<file path="src/ts_pkg.sv">
package ts_pkg;

   ////////////////////
   // data words and addresses

   // one transport-stream word as the source delivers it
   typedef logic [63:0] ts_word_t;

   // wide enough for any legal bank depth, rams take the low bits
   typedef logic [15:0] bank_addr_t;

   typedef enum logic {
      BANK_A,
      BANK_B
   } bank_sel_e;

   ////////////////////
   // state machines

   typedef enum logic [2:0] {
      WR_FREE_A,
      WR_START_A,
      WR_BURST_A,
      WR_MARK_A,
      WR_FREE_B,
      WR_START_B,
      WR_BURST_B,
      WR_MARK_B
   } wr_state_e;

   typedef enum logic [3:0] {
      RD_IDLE,
      RD_CHECK,
      RD_WAIT_ADDR,
      RD_PAUSE,
      RD_DATA,
      RD_TRAILER,
      RD_RELEASE,
      RD_WAIT_END,
      RD_FILL,
      RD_FILL_END
   } rd_state_e;

   // beat opcodes from the sequencer to the output stage
   typedef enum logic [1:0] {
      BEAT_NONE,
      BEAT_DATA,
      BEAT_TRAILER,
      BEAT_FILL
   } beat_kind_e;

   ////////////////////
   // bundles between blocks

   typedef struct packed {
      logic       we;
      bank_addr_t addr;
      ts_word_t   data;
   } bank_wr_t;

   typedef struct packed {
      beat_kind_e kind;
      bank_sel_e  bank;
      bank_addr_t addr;
   } rd_cmd_t;

endpackage
</file>
<file path="src/dma_beat_output.sv">
`timescale 1ns/10ps

module dma_beat_output (
   input  logic             clk_pcie,
   input  logic             rst_pcie,
   input  ts_pkg::rd_cmd_t  rd_cmd,
   input  ts_pkg::ts_word_t rd_data_a,
   input  ts_pkg::ts_word_t rd_data_b,
   output ts_pkg::ts_word_t dma_rdata,
   output logic             dma_rdata_rdy
);

   ts_pkg::rd_cmd_t  cmd_q;
   ts_pkg::ts_word_t sel_word;

   // host expects the first stream byte in the low lane
   function automatic ts_pkg::ts_word_t byte_swap(input ts_pkg::ts_word_t w);
      ts_pkg::ts_word_t r;
      for (int i = 0; i < 8; i++) begin
         r[8*i +: 8] = w[56-8*i +: 8];
      end
      return r;
   endfunction

   // command delayed to meet the ram read data
   always_ff @(posedge clk_pcie) begin
      if (rst_pcie)
         cmd_q <= '0;
      else
         cmd_q <= rd_cmd;
   end

   assign sel_word = (cmd_q.bank == ts_pkg::BANK_A) ? rd_data_a : rd_data_b;

   ////////////////////
   // output register

   always_ff @(posedge clk_pcie) begin
      if (rst_pcie) begin
         dma_rdata     <= '0;
         dma_rdata_rdy <= 1'b0;
      end else begin
         dma_rdata_rdy <= (cmd_q.kind != ts_pkg::BEAT_NONE);
         // trailer and fill beats go out as zero
         if (cmd_q.kind == ts_pkg::BEAT_DATA)
            dma_rdata <= byte_swap(sel_word);
         else
            dma_rdata <= '0;
      end
   end

endmodule

</file>
<file path="config.mk">
export PLATFORM = sky130hd
export DESIGN_NAME = dma_beat_output
export DESIGN_NICKNAME = d
export VERILOG_FILES = /design/src/ts_pkg.sv /design/src/dma_beat_output.sv
export SDC_FILE = /design/constraint.sdc
export NUM_CORES = 1
export LEC_CHECK = 0
export BUFFER_PORTS_ARGS = -buffer_cell sky130_fd_sc_hd__buf_2
export CAP_MARGIN = 20
export CORE_MARGIN = 2
export CORE_UTILIZATION = 33
export DETAILED_ROUTE_END_ITERATION = 10
export HOLD_SLACK_MARGIN = 0.12
export PLACE_DENSITY = 0.87
export SLEW_MARGIN = 10
export SYNTH_ARGS = -nofsm -noshare
export SYNTH_HDL_FRONTEND = slang
export SYNTH_SLANG_ARGS = --single-unit
</file>
<file path="constraint.sdc">
create_clock -name clk_pcie -period 1.4 [get_ports clk_pcie]
set_clock_uncertainty 0.2 [all_clocks]
set_input_delay 0.28 -clock clk_pcie [delete_from_list [all_inputs] [get_ports clk_pcie]]
set_output_delay 0.28 -clock clk_pcie [all_outputs]
set_load 0.02 [all_outputs]
</file>
==> results.json, run 1 <==
{
  "run_status": "aborted with a tool error",
  "failing_step": "clock tree synthesis (4_1_cts)",
  "halt_reason": "[ERROR RSZ-0060] Max buffer count reached.",
  "synth.ff_latch_count": 68,
  "yosys_top_cell_area_share_pct": 56.84,
  "place_hpwl_um": 4545,
  "syn_nets": 365,
  "initial_utilization_pct": 33.56,
  "synth-simple-area-share_pct": 11.65,
  "port-buffer-count": 197,
  "fraction_of_the_mapped_netlist_area_in_compound_gates_pct": 0,
  "cts.sink_count": 68,
  "post_synth_xor_area_fraction_pct": 0,
  "post_synth_num_cell_types": 7,
  "synth.yosys.seq_area_share_pct": 56.84,
  "num_rows": 31,
  "cts_made_buffers": 9,
  "main_combinational_cell_family_by_area_after_synthesis": "multiplexers",
  "clock-root-buffer": "clkbuf_8",
  "synth.cell_area_um2": 2395,
  "synth.area.mux_share_pct": 26.75,
  "yosys.area_share.adder_pct": 0,
  "postCtsSetupBuffers": 0,
  "postCtsResizedCells": 2,
  "htree_levels": 3,
  "clock_path_buffers": 2,
  "gpl.final_weighted_congestion": 0.6678,
  "chipHeight_um": 89.19,
  "die_w_um": 89.19,
  "yosys_warning_count": 0,
  "dominant_cells_by_area_after_synthesis": "dfxtp_1 (57%), mux2i_1 (27%), nor2_1 (10%), buf_6 (3.3%), buf_2 (1.5%)",
  "num_io_pins": 214,
  "preCtsSetupSlack_ns": -0.1193,
  "cts.hold.buffers_added": 104,
  "syn_area_per_cell_um2": 11.09,
  "post-synth-top-area-cell": "dfxtp_1",
  "synth_cells": 216
}
logic make-up after synthesis:
logic type    after synthesis
buf+inv                    14
flops                      68
mux                        64
simple gates               70
synth_stat cells, drive strengths merged:
| cell type | number |
|---|---|
| mux2i | 64 |
| nor2 | 66 |
| and2b | 3 |
| or3b | 1 |
| buf | 14 |
| dfxtp | 68 |
through the flow:
step / area (um^2) / std cells / util, % / setup TNS (ns)
floorplan: 2395 / 216 / - / 0
global placement: 3455 / 501 / 48.40 / -5.081
detailed placement: 3455 / 501 / 48.40 / -6.036
==> inputs of run 2 (changes only) <==
- CORE_UTILIZATION: 33 -> 25
- HOLD_SLACK_MARGIN: 0.12 -> default
- PLACE_DENSITY: 0.87 -> default
- PLACE_DENSITY_LB_ADDON: default -> 0.15
- clock period: 1.4 -> 1.8 ns (I/O delays scaled with it)
==> run 2 against run 1 <==
Synthesized cell count unchanged. The flow now finishes without violations. Synthesized area unchanged.
==> results.json, run 2 <==
{
  "worst_ep_required_time_ns": 1.86,
  "synth.most_common_cell": "dfxtp_1",
  "fillerInstances": 980,
  "cp_slowest_cell": "or3b_2",
  "timing.setup.critical_path_class": "reg -> reg",
  "synth_edf_count": 0,
  "p_leak_nw": 1.930,
  "gpl.final_weighted_congestion": 0.7336,
  "synth_cells": 216,
  "final_setup_violation_count": 0,
  "layout.cells.most_common": "buf_2",
  "biggestRegsByFlops": "dma_rdata: 64 flops, cmd_q: 3 flops, dma_rdata_rdy: 1 flops",
  "n_antenna_cell": 0,
  "syn_nets": 365,
  "finish.net_count": 563,
  "timing.hold.worst.class": "in -> reg",
  "top_register": "dma_rdata",
  "synth.ff_latch_count": 68,
  "chipHeight_um": 101.9,
  "route.detailed.drc": 0,
  "area_growth_pct": 55.22,
  "yosys_top_cell_area_share_pct": 56.84,
  "run_status": "complete, no violations",
  "antenna_found_initial": 0,
  "cts_tree": "done",
  "setup_repair_after_global_routing_missed_its_margin": "false",
  "cts.hold.buffers_added": 0,
  "largest_reg_flops": 64,
  "die_w_um": 101.9,
  "mostFrequentLayoutCells": "buf_2 (197), dfxtp_1 (67), nor2_1 (66), mux2i_1 (64), clkbuf_8 (10)",
  "first_iter_violations": 14,
  "tightest_slew_ns": 0.2612,
  "netlist_top_cells_count": "dfxtp_1 (68), nor2_1 (66), mux2i_1 (64), buf_2 (7), buf_6 (7)",
  "cp.arrival_ns": 1.53,
  "num_rows": 35,
  "post-synth-top-area-cell": "dfxtp_1",
  "layout.area.seq_um2": 1365,
  "drt-vias-per-instance": 3.881,
  "timing.final.crit_share_pct": 81.63,
  "htree_levels": 3,
  "post_synth_num_cell_types": 7,
  "die-area_um2": 10380,
  "power.density_cell_area_nw_per_um2": 891.4,
  "antenna_violating_nets_post_route": 0,
  "critical_path.max_stage_delay_ns": 0.51,
  "via_count": 2127,
  "crit_path_end_kind": "flip-flop",
  "postCtsSetupBuffers": 0,
  "ys_dominant_reg_cell": "dfxtp_1",
  "cp_cell_sequence": "or3b_2 > buf_4 > nor2_1",
  "final_max_slew_viol_count": 0,
  "critical_path.max_fanout": 25,
  "place_hpwl_um": 4563,
  "dominant_cells_by_area_after_synthesis": "dfxtp_1 (57%), mux2i_1 (27%), nor2_1 (10%), buf_6 (3.3%), buf_2 (1.5%)",
  "cap_viol_max_count": 0,
  "globalRoute.totalOverflow": 0,
  "totalNegativeSetupSlack_ns": 0,
  "grt_usage_pct": 10.82,
  "worst_setup_hold_path_clk_slew_ns": 0.07,
  "routed_wl_um": 5850,
  "period_needed_ns": 1.469,
  "grt_pass1_wl_um": 8597,
  "syn_area_per_cell_um2": 11.09,
  "clkLatencyLatePin_ns": 0.33,
  "core_area_um2": 9284,
  "num_io_pins": 214,
  "synth.yosys.seq_area_share_pct": 56.84,
  "ff2ff_setup_slack_ns": 0.33,
  "port-buffer-count": 197,
  "hold_viol": 0,
  "initial_utilization_pct": 25.80,
  "overall_power_consumption_w": 0.003313,
  "grt_pass1_vias": 1977,
  "fmax_mhz": 680.6,
  "relSlewSlack_pct": 82.59,
  "grt_start_max_net_pins": 40,
  "yosys_warning_count": 0,
  "drt_pre_antenna_iters": 3,
  "clock_path_buffers": 2,
  "startpoint_type": "flip-flop",
  "cts_made_buffers": 9,
  "clock-root-buffer": "clkbuf_8",
  "worst_case_vdd_ir_drop_mv": 0.5155,
  "drive_gt1_share_pct": 51.79,
  "synth.cell_area_um2": 2395,
  "synth_async_sr_flop_share_pct": 0,
  "cts.sink_count": 68,
  "multi_input_area_um2": 919.6,
  "route.detailed.wl_per_inst_um": 10.68,
  "postCtsResizedCells": 0
}
-- run 2: cell counts after synthesis --
No cell type changed its count.
-- run 2: logic make-up (layout without fill, tap and decap cells) --
kind of cell	count (synthesis)	after routing	synth area share (%)
flops	68	68	56.84
buf+inv	14	217	4.754
mux	64	64	26.75
simple gates	70	70	11.65
-- run 2: per-stage QoR --
stage | cell area [um^2] | cells | utilization [%] | hold WS [ns] | worst slack, ns
after global routing | 3717 | 548 | 40.04 | 0.008480 | 0.2523
after global placement | 3500 | 532 | 37.70 | 0.2370 | 0.1879
after detailed placement | 3500 | 532 | 37.70 | 0.2641 | 0.1567
after CTS | 3717 | 548 | 40.04 | 0.0005607 | 0.3037
after floorplan | 2395 | 216 | - | 0.2256 | 0.4689
final | 3717 | 548 | 40.04 | 0.02845 | 0.3306
-- run 2: routing by layer --
layer,up-vias,wire length [um],GRT usage [%]
li1,1099,-,-
met5,-,0,0
met2,106,2809,18.88
met1,914,2292,10.90
met3,8,654,5.609
met4,0,94,4.410
-- run 2: critical path: cells and delay by family (launching register included) --
| family | cells | cell delay, ns |
|---|---|---|
| and+or+nand+nor | 2 | 0.64 |
| buffers and inverters | 1 | 0.25 |
| DFF | 1 | 0.31 |
-- run 2: power breakdown --
part / internal (W) / leakage, nW / switching [W] / total [W]
sequential: 0.00155 / 0.553 / 0.0000101 / 0.00156
combinational: 0.000216 / 1.27 / 0.000190 / 0.000406
clock: 0.000817 / 0.107 / 0.000535 / 0.00135
-- run 2: final cells by class --
cell class / instances / share of cell area (%)
clock inverters: 4 / 1.952
multi-input cells: 134 / 24.74
repair buffers: 201 / 28.34
well taps: 129 / 4.342
clock buffers: 12 / 3.904
flip-flops and latches: 68 / 36.72
-- run 2: worst paths after layout --
kind	from	end	cells past startpoint
hold reg to reg	cmd_q[17]	dma_rdata_rdy	2
setup / recovery	cmd_q[18]	dma_rdata[32]	3
hold / removal	rd_cmd[16]	cmd_q[16]	2
setup reg to reg	cmd_q[18]	dma_rdata[32]	3
(Power assumes the default switching activity.)
