### src/ts_pkg.sv
package ts_pkg;

   ////////////////////
   // data words and addresses

   // one transport-stream word as the source delivers it
   typedef logic [63:0] ts_word_t;

   // wide enough for any legal bank depth, rams take the low bits
   typedef logic [15:0] bank_addr_t;

   typedef enum logic {
      BANK_A,
      BANK_B
   } bank_sel_e;

   ////////////////////
   // state machines

   typedef enum logic [2:0] {
      WR_FREE_A,
      WR_START_A,
      WR_BURST_A,
      WR_MARK_A,
      WR_FREE_B,
      WR_START_B,
      WR_BURST_B,
      WR_MARK_B
   } wr_state_e;

   typedef enum logic [3:0] {
      RD_IDLE,
      RD_CHECK,
      RD_WAIT_ADDR,
      RD_PAUSE,
      RD_DATA,
      RD_TRAILER,
      RD_RELEASE,
      RD_WAIT_END,
      RD_FILL,
      RD_FILL_END
   } rd_state_e;

   // beat opcodes from the sequencer to the output stage
   typedef enum logic [1:0] {
      BEAT_NONE,
      BEAT_DATA,
      BEAT_TRAILER,
      BEAT_FILL
   } beat_kind_e;

   ////////////////////
   // bundles between blocks

   typedef struct packed {
      logic       we;
      bank_addr_t addr;
      ts_word_t   data;
   } bank_wr_t;

   typedef struct packed {
      beat_kind_e kind;
      bank_sel_e  bank;
      bank_addr_t addr;
   } rd_cmd_t;

endpackage
### src/dma_read_fsm.sv
`timescale 1ns/10ps

module dma_read_fsm #(
   parameter int BANK_DEPTH    = 64,
   parameter int TRAILER_BEATS = 8,
   parameter int FILL_BEATS    = 80,
   parameter int PAUSE_CYCLES  = 12
) (
   input  logic            clk_pcie,
   input  logic            rst_pcie,
   input  logic            dma_write_start,
   input  logic            dma_raddr_en,
   input  logic            dma_write_end,
   input  logic            full_a,
   input  logic            full_b,
   output logic            release_a,
   output logic            release_b,
   output ts_pkg::rd_cmd_t rd_cmd
);

   ts_pkg::rd_state_e  state_q;
   ts_pkg::rd_state_e  state_d;
   ts_pkg::bank_sel_e  bank_q;
   logic               fill_q;
   logic               cur_full;
   logic               counting;
   logic               phase_done;
   ts_pkg::bank_addr_t cnt_q;
   ts_pkg::bank_addr_t phase_len;

   assign cur_full = (bank_q == ts_pkg::BANK_A) ? full_a : full_b;

   ////////////////////
   // phase lengths for the shared counter

   always_comb begin
      case (state_q)
         ts_pkg::RD_PAUSE:   phase_len = ts_pkg::bank_addr_t'(PAUSE_CYCLES);
         ts_pkg::RD_DATA:    phase_len = ts_pkg::bank_addr_t'(BANK_DEPTH);
         ts_pkg::RD_TRAILER: phase_len = ts_pkg::bank_addr_t'(TRAILER_BEATS);
         ts_pkg::RD_FILL:    phase_len = ts_pkg::bank_addr_t'(FILL_BEATS);
         default:            phase_len = ts_pkg::bank_addr_t'(1);
      endcase
   end

   assign counting   = (state_q == ts_pkg::RD_PAUSE) || (state_q == ts_pkg::RD_DATA) ||
                       (state_q == ts_pkg::RD_TRAILER) || (state_q == ts_pkg::RD_FILL);
   assign phase_done = (cnt_q == phase_len - 1'b1);

   ////////////////////
   // session sequencing

   always_comb begin
      state_d = state_q;
      case (state_q)
         ts_pkg::RD_IDLE:
            if (dma_write_start)
               state_d = ts_pkg::RD_CHECK;
         ts_pkg::RD_CHECK:
            state_d = ts_pkg::RD_WAIT_ADDR;
         ts_pkg::RD_WAIT_ADDR:
            if (dma_raddr_en)
               state_d = ts_pkg::RD_PAUSE;
         ts_pkg::RD_PAUSE:
            if (phase_done)
               state_d = fill_q ? ts_pkg::RD_FILL : ts_pkg::RD_DATA;
         ts_pkg::RD_DATA:
            if (phase_done)
               state_d = ts_pkg::RD_TRAILER;
         ts_pkg::RD_TRAILER:
            if (phase_done)
               state_d = ts_pkg::RD_RELEASE;
         ts_pkg::RD_RELEASE:
            state_d = ts_pkg::RD_WAIT_END;
         ts_pkg::RD_WAIT_END:
            if (dma_write_end)
               state_d = ts_pkg::RD_IDLE;
         ts_pkg::RD_FILL:
            if (phase_done)
               state_d = ts_pkg::RD_FILL_END;
         ts_pkg::RD_FILL_END:
            if (dma_write_end)
               state_d = ts_pkg::RD_IDLE;
         default:
            state_d = ts_pkg::RD_IDLE;
      endcase
   end

   always_ff @(posedge clk_pcie) begin
      if (rst_pcie) begin
         state_q <= ts_pkg::RD_IDLE;
         cnt_q   <= '0;
      end else begin
         state_q <= state_d;
         // restart on every phase change
         if (!counting || state_d != state_q)
            cnt_q <= '0;
         else
            cnt_q <= cnt_q + 1'b1;
      end
   end

   // bank choice is made once per session
   always_ff @(posedge clk_pcie) begin
      if (rst_pcie) begin
         bank_q <= ts_pkg::BANK_A;
         fill_q <= 1'b0;
      end else begin
         if (state_q == ts_pkg::RD_CHECK)
            fill_q <= !cur_full;
         // empty sessions stay on the same bank
         if (state_q == ts_pkg::RD_WAIT_END && dma_write_end)
            bank_q <= (bank_q == ts_pkg::BANK_A) ? ts_pkg::BANK_B : ts_pkg::BANK_A;
      end
   end

   assign release_a = (state_q == ts_pkg::RD_RELEASE) && (bank_q == ts_pkg::BANK_A);
   assign release_b = (state_q == ts_pkg::RD_RELEASE) && (bank_q == ts_pkg::BANK_B);

   ////////////////////
   // beat commands, one per cycle

   always_comb begin
      rd_cmd      = '0;
      rd_cmd.bank = bank_q;
      case (state_q)
         ts_pkg::RD_DATA: begin
            rd_cmd.kind = ts_pkg::BEAT_DATA;
            rd_cmd.addr = cnt_q;
         end
         ts_pkg::RD_TRAILER:
            rd_cmd.kind = ts_pkg::BEAT_TRAILER;
         ts_pkg::RD_FILL:
            rd_cmd.kind = ts_pkg::BEAT_FILL;
         default:
            rd_cmd.kind = ts_pkg::BEAT_NONE;
      endcase
   end

endmodule

### config.mk
export PLATFORM = sky130hd
export DESIGN_NAME = dma_read_fsm
export DESIGN_NICKNAME = d
export VERILOG_FILES = /design/src/ts_pkg.sv /design/src/dma_read_fsm.sv
export SDC_FILE = /design/constraint.sdc
export NUM_CORES = 1
export LEC_CHECK = 0
export BUFFER_PORTS_ARGS = -buffer_cell sky130_fd_sc_hd__buf_2
export CORE_MARGIN = 2
export CORE_UTILIZATION = 35
export DETAILED_ROUTE_END_ITERATION = 8
export SLEW_MARGIN = 15
export SYNTH_ARGS = -nofsm -noshare
export SYNTH_HDL_FRONTEND = slang
export SYNTH_SLANG_ARGS = --single-unit
### constraint.sdc
create_clock -name clk_pcie -period 3.4 [get_ports clk_pcie]
set_input_delay 0 -clock clk_pcie [delete_from_list [all_inputs] [get_ports clk_pcie]]
set_output_delay 0 -clock clk_pcie [all_outputs]
set_load 0.005 [all_outputs]
==> results_dict.tcl <==
set metrics [dict create \
    drv_slew 0 \
    start_util 0.369 \
    hold_path.class "in2reg" \
    grt_pass1_vias 1258 \
    clk_path_buf_depth 2 \
    synth_ff_type "dfxtp_1" \
    power_density_mw_per_mm2 456 \
    via_count 1387 \
    syn2layout_area_growth_pct 15.7 \
    ios 28 \
    yosysMostFrequentCell "dfxtp_1" \
    via_per_inst 5.25 \
    worstMarginPinSlew_ns 1.13 \
    max-vdd-ir-drop_mv 0.234 \
    synth_enable_flop_cells 0 \
    routed_wl_um 3490 \
    p_total_uw 797 \
    wire_per_inst_um 13.2 \
    syn_inst 191 \
    grt_overflow 0 \
    power_switching_uw 309 \
    drv_cap 0 \
    synth_common_cells "22 x dfxtp_1, 20 x nor2_1, 17 x and2_1" \
    placed_cells 260 \
    critPathRequiredTime_ns 3.51 \
    start_kind "flip-flop" \
    p_comb_frac 0.392 \
    p_sw_frac 0.388 \
    cts.clk_slew.worst_paths_ns 0.07 \
    antenna_left 0 \
    cts_hold_buffers 0 \
    final_area_mm2 0.00175 \
    grt_usage 0.148 \
    ys_warn_count 0 \
    fmax_mhz 341 \
    cts_buffers 3 \
    port_buffers 27 \
    die_w_um 69.7 \
    final_cells 264 \
    tns_ns 0 \
    cts_tree "built" \
    row_count 23 \
    syn_area_per_cell_um2 7.90 \
    die_h_um 69.7 \
    cellLeakagePower_nw 0.691 \
    place_hpwl_um 2520 \
    die-area_mm2 0.00485 \
    seqPwrFrac 0.373 \
    skew_ns 0.00721 \
    place_worst_setup_slack_ns 0.498 \
    ctsResizeCount 0 \
    postSynth.asyncResetShare 0 \
    worst_slack_ns 0.468 \
    setup_viol 0 \
    placed_area_mm2 0.00169 \
    p_clk_frac 0.236 \
    drc 0 \
    cts_setup_buffers 0 \
    grt_pass1_wl_um 6040 \
    drive_gt1_frac 0.196 \
    cp.arrival_ns 3.04 \
    core_area_mm2 0.00409 \
    h-tree-depth 1 \
    synthTopCellsByArea "dfxtp_1 29%, and2_1 7.0%, xnor2_1 5.2%" \
    clock-sinks 22 \
    worst_hold_slack_ns 0.0466 \
    syn_nets 200 \
    finalCritPeriodShare 0.862 \
    worstSkewPairLatency_ns 0.26 \
    diodes 0 \
    crit_type "reg2reg" \
    rsz0062_at_grt "no" \
    place_congestion 0.844 \
    yosys.cell_types.count 46 \
    fin_crit_ns 2.93 \
    cts_root_buf "clkbuf_8" \
    hold_violations 0 \
    relSlewSlack 0.242 \
    synth.cell_area_mm2 0.00151 \
    antenna_found_initial 0 \
    cp_max_fo 10 \
    firstDrtPassIters 4 \
    status "finished, final reports clean" \
    ys_ff_latch 22 \
    synth_top_cell_area_share 0.292 \
    nNetsFinal 224 \
    yosys.area.top_type "dfxtp_1" \
    yosysSeqAreaShare 0.292 \
    grt_max_degree 24 \
    end_kind "flip-flop" \
    utilization 0.427 \
    drt_iter0_markers 105 \
    p_int_uw 488 \
]
[registers in the layout (all words and copies together), names as in the netlist]
register and count:
fill_q 1, bank_q 1, cnt_q 16, state_q 4
[power by group through the flow]
stage	combinational, mW	clock, mW	sequential (mW)
after detailed placement	0.310	0	0.303
after global routing	0.350	0.204	0.301
after global placement	0.309	0	0.303
after CTS	0.311	0.193	0.297
after floorplan	0.244	0	0.291
final	0.312	0.188	0.297
[cell families (layout without fill, tap and decap cells)]
| family | count (synthesis) | in the layout | share of synthesized area |
|---|---|---|---|
| AOI/OAI and AO/OA | 36 | 36 | 0.183 |
| adders and majority gates | 2 | 2 | 0.0166 |
| DFF | 22 | 22 | 0.292 |
| and+or+nand+nor | 94 | 94 | 0.347 |
| buffers and inverters | 18 | 41 | 0.0506 |
| muxes | 1 | 1 | 0.00663 |
| xor gates and xnor gates | 18 | 18 | 0.104 |
[worst max-delay path: stages (launching register included)]
cell and delay (ns):
dfxtp_1 0.41, buf_4 0.21, nor4b_2 0.45, nor2_1 0.12, ha_1 0.32, xor2_1 0.16, nand4_1 0.11, a221o_1 0.34
a211oi_2 0.51, a211oi_1 0.16
[cells in the final DEF, fill, tap and decap left out, drive strengths merged, types with 2 or more instances in the layout]
cell / n
o21ai: 7
xnor2: 9
nand3: 7
dfxtp: 22
nor3b: 3
nor2: 20
nor4: 3
and4: 3
or3: 3
a21oi: 5
and3: 2
o31ai: 2
ha: 2
nand2: 16
nand4: 4
inv: 4
a211oi: 10
xor2: 9
nor3: 5
nand2b: 3
and2: 17
nor4b: 2
buf: 33
clkbuf: 4
o41ai: 2
[path summary, 6_finish.rpt]
check	startpoint	to	slack [ns]	cells past startpoint
worst min-delay path	rst_pcie	fill_q$_SDFFE_PP0P_	0.05	2
worst max register to register	state_q[0]$_SDFF_PP0_	cnt_q[7]$_SDFF_PP0_	0.47	9
worst min register to register	fill_q$_SDFFE_PP0P_	state_q[2]$_SDFF_PP0_	0.48	1
worst max-delay path	state_q[0]$_SDFF_PP0_	cnt_q[7]$_SDFF_PP0_	0.47	9
[final cells by class]
| cell class | instances | area [µm²] |
|---|---|---|
| fillers | 439 | 2340 |
| multi-input cells | 151 | 992 |
| clock buffers | 4 | 55.1 |
| inverters | 4 | 15.0 |
| flip-flops and latches | 22 | 440 |
| repair buffers | 33 | 180 |
| well taps | 50 | 62.6 |
[routing by layer]
layer / up-vias / global-route usage / wire length, µm
met4: 0 / 0.0192 / 16
met2: 20 / 0.222 / 1510
met5: - / 0 / 0
met1: 632 / 0.222 / 1840
met3: 2 / 0.0305 / 119
li1: 733 / - / -
Note: power is estimated with default switching activity, not from simulation.
