### src/ts_pkg.sv
package ts_pkg;

   ////////////////////
   // data words and addresses

   // one transport-stream word as the source delivers it
   typedef logic [63:0] ts_word_t;

   // wide enough for any legal bank depth, rams take the low bits
   typedef logic [15:0] bank_addr_t;

   typedef enum logic {
      BANK_A,
      BANK_B
   } bank_sel_e;

   ////////////////////
   // state machines

   typedef enum logic [2:0] {
      WR_FREE_A,
      WR_START_A,
      WR_BURST_A,
      WR_MARK_A,
      WR_FREE_B,
      WR_START_B,
      WR_BURST_B,
      WR_MARK_B
   } wr_state_e;

   typedef enum logic [3:0] {
      RD_IDLE,
      RD_CHECK,
      RD_WAIT_ADDR,
      RD_PAUSE,
      RD_DATA,
      RD_TRAILER,
      RD_RELEASE,
      RD_WAIT_END,
      RD_FILL,
      RD_FILL_END
   } rd_state_e;

   // beat opcodes from the sequencer to the output stage
   typedef enum logic [1:0] {
      BEAT_NONE,
      BEAT_DATA,
      BEAT_TRAILER,
      BEAT_FILL
   } beat_kind_e;

   ////////////////////
   // bundles between blocks

   typedef struct packed {
      logic       we;
      bank_addr_t addr;
      ts_word_t   data;
   } bank_wr_t;

   typedef struct packed {
      beat_kind_e kind;
      bank_sel_e  bank;
      bank_addr_t addr;
   } rd_cmd_t;

endpackage
### src/ts_burst_writer.sv
`timescale 1ns/10ps

module ts_burst_writer #(
   parameter int BANK_DEPTH = 64
) (
   input  logic              clk_pcie,
   input  logic              rst_pcie,
   input  logic              ts_ram_wr,
   input  ts_pkg::ts_word_t  ts_ram_wdata,
   input  logic              release_a,
   input  logic              release_b,
   output ts_pkg::bank_wr_t  bank_wr,
   output logic              wr_en_a,
   output logic              wr_en_b,
   output logic              full_a,
   output logic              full_b
);

   localparam ts_pkg::bank_addr_t LAST_ADDR = ts_pkg::bank_addr_t'(BANK_DEPTH - 1);

   ts_pkg::wr_state_e  state_q;
   ts_pkg::wr_state_e  state_d;
   logic               ts_ram_wr_d;
   logic               wr_rise;
   logic               burst_start;
   logic               wr_we;
   ts_pkg::bank_addr_t wr_addr;
   ts_pkg::ts_word_t   wr_data;

   // strobe edge, only taken while waiting on a free bank
   assign wr_rise     = ts_ram_wr && !ts_ram_wr_d;
   assign burst_start = wr_rise &&
                        (state_q == ts_pkg::WR_START_A || state_q == ts_pkg::WR_START_B);

   always_comb begin
      state_d = state_q;
      case (state_q)
         ts_pkg::WR_FREE_A:  if (!full_a) state_d = ts_pkg::WR_START_A;
         ts_pkg::WR_START_A: if (wr_rise) state_d = ts_pkg::WR_BURST_A;
         ts_pkg::WR_BURST_A: if (!ts_ram_wr) state_d = ts_pkg::WR_MARK_A;
         ts_pkg::WR_MARK_A:  state_d = ts_pkg::WR_FREE_B;
         ts_pkg::WR_FREE_B:  if (!full_b) state_d = ts_pkg::WR_START_B;
         ts_pkg::WR_START_B: if (wr_rise) state_d = ts_pkg::WR_BURST_B;
         ts_pkg::WR_BURST_B: if (!ts_ram_wr) state_d = ts_pkg::WR_MARK_B;
         ts_pkg::WR_MARK_B:  state_d = ts_pkg::WR_FREE_A;
         default:            state_d = ts_pkg::WR_FREE_A;
      endcase
   end

   always_ff @(posedge clk_pcie) begin
      if (rst_pcie) begin
         state_q     <= ts_pkg::WR_FREE_A;
         ts_ram_wr_d <= 1'b0;
      end else begin
         state_q     <= state_d;
         ts_ram_wr_d <= ts_ram_wr;
      end
   end

   ////////////////////
   // write port, one cycle behind the strobe

   always_ff @(posedge clk_pcie) begin
      if (rst_pcie) begin
         wr_we   <= 1'b0;
         wr_addr <= '0;
      end else if (burst_start) begin
         wr_we   <= 1'b1;
         wr_addr <= '0;
      end else if (state_q == ts_pkg::WR_BURST_A || state_q == ts_pkg::WR_BURST_B) begin
         wr_we <= ts_ram_wr;
         // long bursts pile up on the last word
         if (ts_ram_wr && wr_addr != LAST_ADDR)
            wr_addr <= wr_addr + 1'b1;
      end else begin
         wr_we   <= 1'b0;
         wr_addr <= '0;
      end
   end

   always_ff @(posedge clk_pcie) begin
      wr_data <= ts_ram_wdata;
   end

   assign bank_wr = '{we: wr_we, addr: wr_addr, data: wr_data};

   // a pending write always belongs to the bank in burst
   assign wr_en_a = wr_we && (state_q == ts_pkg::WR_BURST_A);
   assign wr_en_b = wr_we && (state_q == ts_pkg::WR_BURST_B);

   ////////////////////
   // full flags

   always_ff @(posedge clk_pcie) begin
      if (rst_pcie) begin
         full_a <= 1'b0;
         full_b <= 1'b0;
      end else begin
         if (state_q == ts_pkg::WR_MARK_A)
            full_a <= 1'b1;
         else if (release_a)
            full_a <= 1'b0;
         if (state_q == ts_pkg::WR_MARK_B)
            full_b <= 1'b1;
         else if (release_b)
            full_b <= 1'b0;
      end
   end

endmodule

### config.mk
export PLATFORM = sky130hd
export DESIGN_NAME = ts_burst_writer
export DESIGN_NICKNAME = d
export VERILOG_FILES = /design/src/ts_pkg.sv /design/src/ts_burst_writer.sv
export SDC_FILE = /design/constraint.sdc
export NUM_CORES = 1
export LEC_CHECK = 0
export BUFFER_PORTS_ARGS = -buffer_cell sky130_fd_sc_hd__buf_2
export CAP_MARGIN = 20
export CORE_UTILIZATION = 41
export DETAILED_ROUTE_END_ITERATION = 7
export PLACE_DENSITY = 0.83
export SLEW_MARGIN = 0
export SYNTH_ARGS = -nofsm -noshare
export SYNTH_HDL_FRONTEND = slang
export SYNTH_SLANG_ARGS = --single-unit
### constraint.sdc
create_clock -name clk_pcie -period 2.1 [get_ports clk_pcie]
set_input_delay 0.315 -clock clk_pcie [delete_from_list [all_inputs] [get_ports clk_pcie]]
set_output_delay 0.315 -clock clk_pcie [all_outputs]
set_load 0.01 [all_outputs]
==> impl_metrics.env, run 1 <==
export IMPL_ys_top_cells_by_area="dfxtp_1, a21oi_1, nand3_1, nor2_1, or3_1"
export IMPL_vias_per_cell=4.64
export IMPL_routed_wl_um=5490
export IMPL_p_sw_share_pct=23.7
export IMPL_core_mm2=0.00554
export IMPL_fin_tns_setup_ns=0
export IMPL_die_y_um=77.8
export IMPL_hold_viol_final=0
export IMPL_ys_seq_elements=87
export IMPL_synth_fp_nets=259
export IMPL_crit_type="reg2reg"
export IMPL_fin_skew_ns=0.0105
export IMPL_cts_tree="done"
export IMPL_timing_fmax_mhz=525
export IMPL_n_antenna_cell=0
export IMPL_slowest_stage="or3b_2"
export IMPL_cp_max_fo=7
export IMPL_firstDrtPassIters=4
export IMPL_antenna_found_initial=0
export IMPL_synth_edf_count=0
export IMPL_cp_required_ns=2.38
export IMPL_p_leak_nw=1.58
export IMPL_hpwlAfterDp_um=4200
export IMPL_mostFrequentLayoutCells="buf_2, dfxtp_1, a21oi_1"
export IMPL_clkTransAtPathRegs_ns=0.09
export IMPL_first_iter_violations=85
export IMPL_p_seq_share_pct=59.1
export IMPL_setup_viol=0
export IMPL_h_tree_depth=3
export IMPL_nets=420
export IMPL_die_w_um=77.8
export IMPL_power_net_switching_uw=699
export IMPL_synth_top_cell_by_area="dfxtp_1"
export IMPL_synth_cells=189
export IMPL_fin_crit_ns=1.90
export IMPL_antenna_left=0
export IMPL_syn2layout_area_growth_pct=43.2
export IMPL_ff_latch_area_mm2=0.00174
export IMPL_pin_count=154
export IMPL_initial_utilization_pct=42.5
export IMPL_worst_pin_slew_ns=0.430
export IMPL_grtUsageTotal_pct=19.1
export IMPL_place_gp_congestion=0.735
export IMPL_die_area_mm2=0.00606
export IMPL_vdd_drop_max_uv=633
export IMPL_rows=27
export IMPL_slew_viol_final=0
export IMPL_synthArstFlopShare_pct=0
export IMPL_drv_cap=0
export IMPL_synth_cell_type_count=33
export IMPL_rsz0062_at_grt="false"
export IMPL_p_per_area_mw_per_mm2=875
export IMPL_ys_flop_type="dfxtp_1"
export IMPL_synth_top_area_share_pct=73.9
export IMPL_grt_pass1_wl_um=8660
export IMPL_portBuffers=153
export IMPL_clock_sinks=87
export IMPL_post_cts_buffers=0
export IMPL_syn_avg_cell_area_um2=12.5
export IMPL_critPathBufInv=0
export IMPL_hold_buffers=0
export IMPL_power_share_clock_pct=34.6
export IMPL_crit_chain="ha_1, or3b_2, o41ai_4, nor2_1, nor3_2"
export IMPL_ys_seq_area_share_pct=73.9
export IMPL_fin_crit_sh_pct=90.6
export IMPL_cts_buffer_depth=2
export IMPL_cts_resized=0
export IMPL_critPathMaxStageDelay_ns=0.52
export IMPL_cts_root_buf="clkbuf_8"
export IMPL_grt_max_degree=16
export IMPL_worstSkewPairLatency_ns=0.35
export IMPL_hp_class="in2reg"
export IMPL_drc_errors=0
export IMPL_n_fill_cell=496
export IMPL_crit_path_end_kind="register"
export IMPL_final_common_cell="buf_2"
export IMPL_crit_arrival_ns=2.18
export IMPL_p_comb_share_pct=6.3
export IMPL_syn_cell_area_mm2=0.00236
export IMPL_max_slew_margin_pct=71.2
export IMPL_multi_input_area_um2=593
export IMPL_status="complete, no violations"
export IMPL_num_vias=1980
export IMPL_power_mw=2.95
export IMPL_startpoint_type="register"
export IMPL_overflow=0
export IMPL_intPower_mw=2.25
export IMPL_cts_buffers_inserted=9
export IMPL_drive_gt1_share_pct=49.3
export IMPL_cpLargestDelayFamily="simple AND/OR/NAND/NOR gates"
export IMPL_grt_pass1_vias=1941
export IMPL_ys_warn_count=0
export IMPL_worst_hold_slack_ns=0.0580
export IMPL_wire_per_inst_um=12.9
## worst paths after layout
path	endpoint	cells past startpoint	from	slack [ns]
max	wr_addr[2]$_SDFFE_PP0P_	5	wr_addr[0]$_SDFFE_PP0P_	0.20
min	wr_data[25]$_DFF_P_	1	ts_ram_wdata[25]	0.06
max reg2reg	wr_addr[2]$_SDFFE_PP0P_	5	wr_addr[0]$_SDFFE_PP0P_	0.20
min reg2reg	full_a$_SDFFE_PP0P_	2	full_a$_SDFFE_PP0P_	0.50
## final cells by class
cell class              count  share of cell area [%]
repair buffers            154                    22.9
flip-flops and latches     87                    51.6
well taps                  72                    2.67
clock buffers              10                    3.78
multi-input cells          97                    17.6
clock inverters             6                    1.33
inverters                   1                   0.111
## cell usage after synthesis (3+ instances only)
library cell  number
dfxtp_1           87
a21oi_1           14
nor2_1            12
nand3_1           11
nand2_1            8
or3_1              7
o21ai_0            5
nand2b_1           4
and3_1             3
clkbuf_1           3
nand4_1            3
nor3_1             3
xnor2_1            3
xor2_1             3
## power groups by stage
stage / logic [mW] / clock network (mW) / registers (mW)
final: 0.186 / 1.02 / 1.74
after CTS: 0.189 / 1.05 / 1.74
after floorplan: 0.0233 / 0 / 1.82
after global routing: 0.201 / 1.12 / 1.75
after global placement: 0.184 / 0 / 1.78
after detailed placement: 0.189 / 0 / 1.78
## routing by layer
layer	part of all wire [%]	global-route usage (%)	wire length, um	vias to the layer above
met2	55	35.3	3030	85
met3	7.6	6.94	416	7
met5	0	0	0	-
met4	1.4	10.0	79	0
li1	-	-	-	975
met1	36	18.3	1970	913
## logic make-up (layout without fill, tap and decap cells)
group / count (synthesis) / after routing / synth area share [%]
flip-flops: 87 / 87 / 73.9
AND/OR/NAND/NOR: 63 / 63 / 15.0
AO/OA/AOI/OAI: 26 / 26 / 7.01
XOR/XNOR: 6 / 6 / 2.23
buffers and inverters: 5 / 171 / 0.955
adder cells (fa/ha/maj): 1 / 1 / 0.531
multiplexers: 1 / 1 / 0.425
## flip-flops by register name, summed over array words and instances, names as in the netlist
name,flops
full_a,1
full_b,1
state_q,3
ts_ram_wr_d,1
wr_addr,16
wr_data,64
wr_we,1
## worst reg2reg max path: cells and delay by family (launching register included)
family / cells / cell delay, ns
fa+ha+maj: 1 / 0.26
simple gates: 3 / 0.79
compound gates: 1 / 0.38
flops: 1 / 0.41
## per-stage QoR
step	worst slack, ns	utilization, %	instance area [um2]	cells
5_1_grt	0.0648	60.9	3370	427
3_3_place_gp	0.285	57.8	3200	411
4_1_cts	0.191	60.9	3370	427
2_1_floorplan	0.302	-	2360	189
6_report	0.196	60.9	3370	427
3_5_place_dp	0.206	57.8	3200	411
No activity file was read; power rests on OpenSTA's default activity.
==> inputs of run 2 (changes only) <==
- ABC_AREA: not set -> 1
- CORE_UTILIZATION: 41 -> 42
==> impl_metrics.env, run 2 <==
export IMPL_ys_flop_type="dfxtp_1"
export IMPL_syn2layout_area_growth_pct=41.7
export IMPL_synth_edf_count=0
export IMPL_setup_viol=0
export IMPL_first_iter_violations=157
export IMPL_synth_cells=252
export IMPL_post_cts_buffers=0
export IMPL_vias_per_cell=4.52
export IMPL_critPathMostFrequentCell="inv_2"
export IMPL_crit_arrival_ns=1.24
export IMPL_largest_register_ffs=64
export IMPL_nets=483
export IMPL_fin_tns_setup_ns=0
export IMPL_n_antenna_cell=0
export IMPL_place_inst=474
export IMPL_worst_hold_slack_ns=0.0713
export IMPL_die_area_mm2=0.00631
export IMPL_crit_chain="inv_2, nor2_2, inv_2, nor3_1, buf_2"
export IMPL_pin_count=154
export IMPL_synth_common_cells="dfxtp_1, nand2_1, nor2_1, a21oi_1, nand3_1"
export IMPL_portBuffers=153
export IMPL_top_register="wr_data"
export IMPL_wire_per_inst_um=13.3
export IMPL_cts_buffers_inserted=9
export IMPL_cts_resized=0
export IMPL_antenna_found_initial=0
export IMPL_ys_seq_area_share_pct=69.2
export IMPL_final_common_cell="buf_2"
export IMPL_intPower_mw=2.50
export IMPL_syn_avg_cell_area_um2=9.99
export IMPL_ys_warn_count=0
export IMPL_cp_max_fo=4
export IMPL_p_comb_share_pct=6.6
export IMPL_grtUsageTotal_pct=21.2
export IMPL_p_sw_share_pct=22.2
export IMPL_synth_most_common_cell="dfxtp_1"
export IMPL_num_vias=2217
export IMPL_fin_crit_ns=1.55
export IMPL_hpwlAfterDp_um=5030
export IMPL_die_y_um=79.4
export IMPL_drc_errors=0
export IMPL_core_mm2=0.00564
export IMPL_synth_top_cell_by_area="dfxtp_1"
export IMPL_timing_fmax_mhz=645
export IMPL_max_slew_margin_pct=80.9
export IMPL_final_cells=490
export IMPL_placed_cell_area_mm2=0.00335
export IMPL_p_per_area_mw_per_mm2=902
export IMPL_vdd_drop_max_uv=708
export IMPL_grt_pass1_vias=2214
export IMPL_p_seq_share_pct=54.2
export IMPL_routed_wl_um=6520
export IMPL_cts_root_buf="clkbuf_8"
export IMPL_crit_path_end_kind="output pin"
export IMPL_rows=27
export IMPL_cts_buffer_depth=2
export IMPL_synthArstFlopShare_pct=0
export IMPL_cpLargestDelayFamily="flip-flops"
export IMPL_critPathMaxStageDelay_ns=0.39
export IMPL_final_core_util_pct=63.3
export IMPL_worstSkewPairLatency_ns=0.34
export IMPL_pre_cts_ws_ns=0.684
export IMPL_hold_buffers=0
export IMPL_synth_fp_nets=322
export IMPL_power_share_clock_pct=39.2
export IMPL_finalWorstSetupSlack_ns=0.550
export IMPL_power_mw=3.22
export IMPL_final_area_mm2=0.00357
export IMPL_hold_viol_final=0
export IMPL_status="complete, no violations"
export IMPL_hp_class="in2reg"
export IMPL_rsz0062_at_grt="false"
export IMPL_slew_viol_final=0
export IMPL_die_w_um=79.4
export IMPL_slowest_stage="dfxtp_1"
export IMPL_drv_cap=0
export IMPL_startpoint_type="register"
export IMPL_fin_skew_ns=0.00501
export IMPL_clkTransAtPathRegs_ns=0.08
export IMPL_critPathBufInv=3
export IMPL_initial_utilization_pct=44.6
export IMPL_synth_top_area_share_pct=69.2
export IMPL_grt_max_degree=16
export IMPL_clock_sinks=87
export IMPL_p_leak_nw=1.72
export IMPL_cts_tree="done"
export IMPL_mostFrequentLayoutCells="buf_2, dfxtp_1, nand2_1"
export IMPL_cp_required_ns=1.78
export IMPL_fin_crit_sh_pct=73.8
export IMPL_synth_cell_type_count=25
export IMPL_ys_top_cells_by_area="dfxtp_1, nand2_1, nor2_1, a21oi_1, nand3_1"
export IMPL_firstDrtPassIters=4
export IMPL_worst_pin_slew_ns=0.286
export IMPL_crit_type="reg2out"
export IMPL_antenna_left=0
export IMPL_syn_cell_area_mm2=0.00252
export IMPL_power_net_switching_uw=715
export IMPL_drive_gt1_share_pct=43.8
export IMPL_top_regs="wr_data x64, wr_addr x16, state_q x3"
export IMPL_place_gp_congestion=0.873
export IMPL_ys_seq_elements=87
export IMPL_grt_pass1_wl_um=9960
export IMPL_overflow=0
export IMPL_h_tree_depth=3
==> run 2: cell count changes in the layout (fill, tap and decap cells not counted), sizes merged, moves of 5 or more <==
cell,change
or3,-7
nand2,+37
nor3,+6
inv,+18
o21ai,-5
nor2,+30
nand3,+7
==> run 2: final cells by class <==
| cell class | count | area [um2] |
|---|---|---|
| clock buffer | 10 | 128 |
| fill | 450 | 2070 |
| timing repair buffer | 153 | 766 |
| sequential | 87 | 1740 |
| inverter | 20 | 75.1 |
| tap | 72 | 90.1 |
| multi-input combinational | 142 | 677 |
| clock inverter | 6 | 91.3 |
==> run 2: power by group through the flow <==
stage	Combinational [mW]	Clock, mW	Sequential [mW]
2_1_floorplan	0.0434	0	1.82
3_3_place_gp	0.207	0	1.78
3_5_place_dp	0.213	0	1.78
4_1_cts	0.214	1.29	1.74
5_1_grt	0.233	1.35	1.75
6_report	0.212	1.26	1.74
==> run 2: metal layers <==
layer  track usage, %  vias up  part of all wire [%]
li1                 -     1120                     -
met1             21.4      975                    36
met2             36.4      108                    51
met3             9.94       14                    10
met4             10.4        0                   2.5
met5                0        -                     0
==> run 2: path summary, 6_finish.rpt <==
check / slack, ns / depth (start not counted) / endpoint / from
setup / recovery: 0.55 / 5 / wr_en_b / state_q[1]$_SDFFE_PP0P_
hold / removal: 0.07 / 1 / wr_data[35]$_DFF_P_ / ts_ram_wdata[35]
setup reg to reg: 0.65 / 7 / wr_addr[1]$_SDFFE_PP0P_ / wr_addr[1]$_SDFFE_PP0P_
hold reg to reg: 0.49 / 2 / full_b$_SDFFE_PP0P_ / full_b$_SDFFE_PP0P_
==> run 2: cell families after synthesis <==
kind of cell	share of synthesized area, %
XOR/XNOR	0.696
AND/OR/NAND/NOR	21.7
flip-flops	69.2
buffers and inverters	3.97
AO/OA/AOI/OAI	3.97
adder cells (fa/ha/maj)	0.497
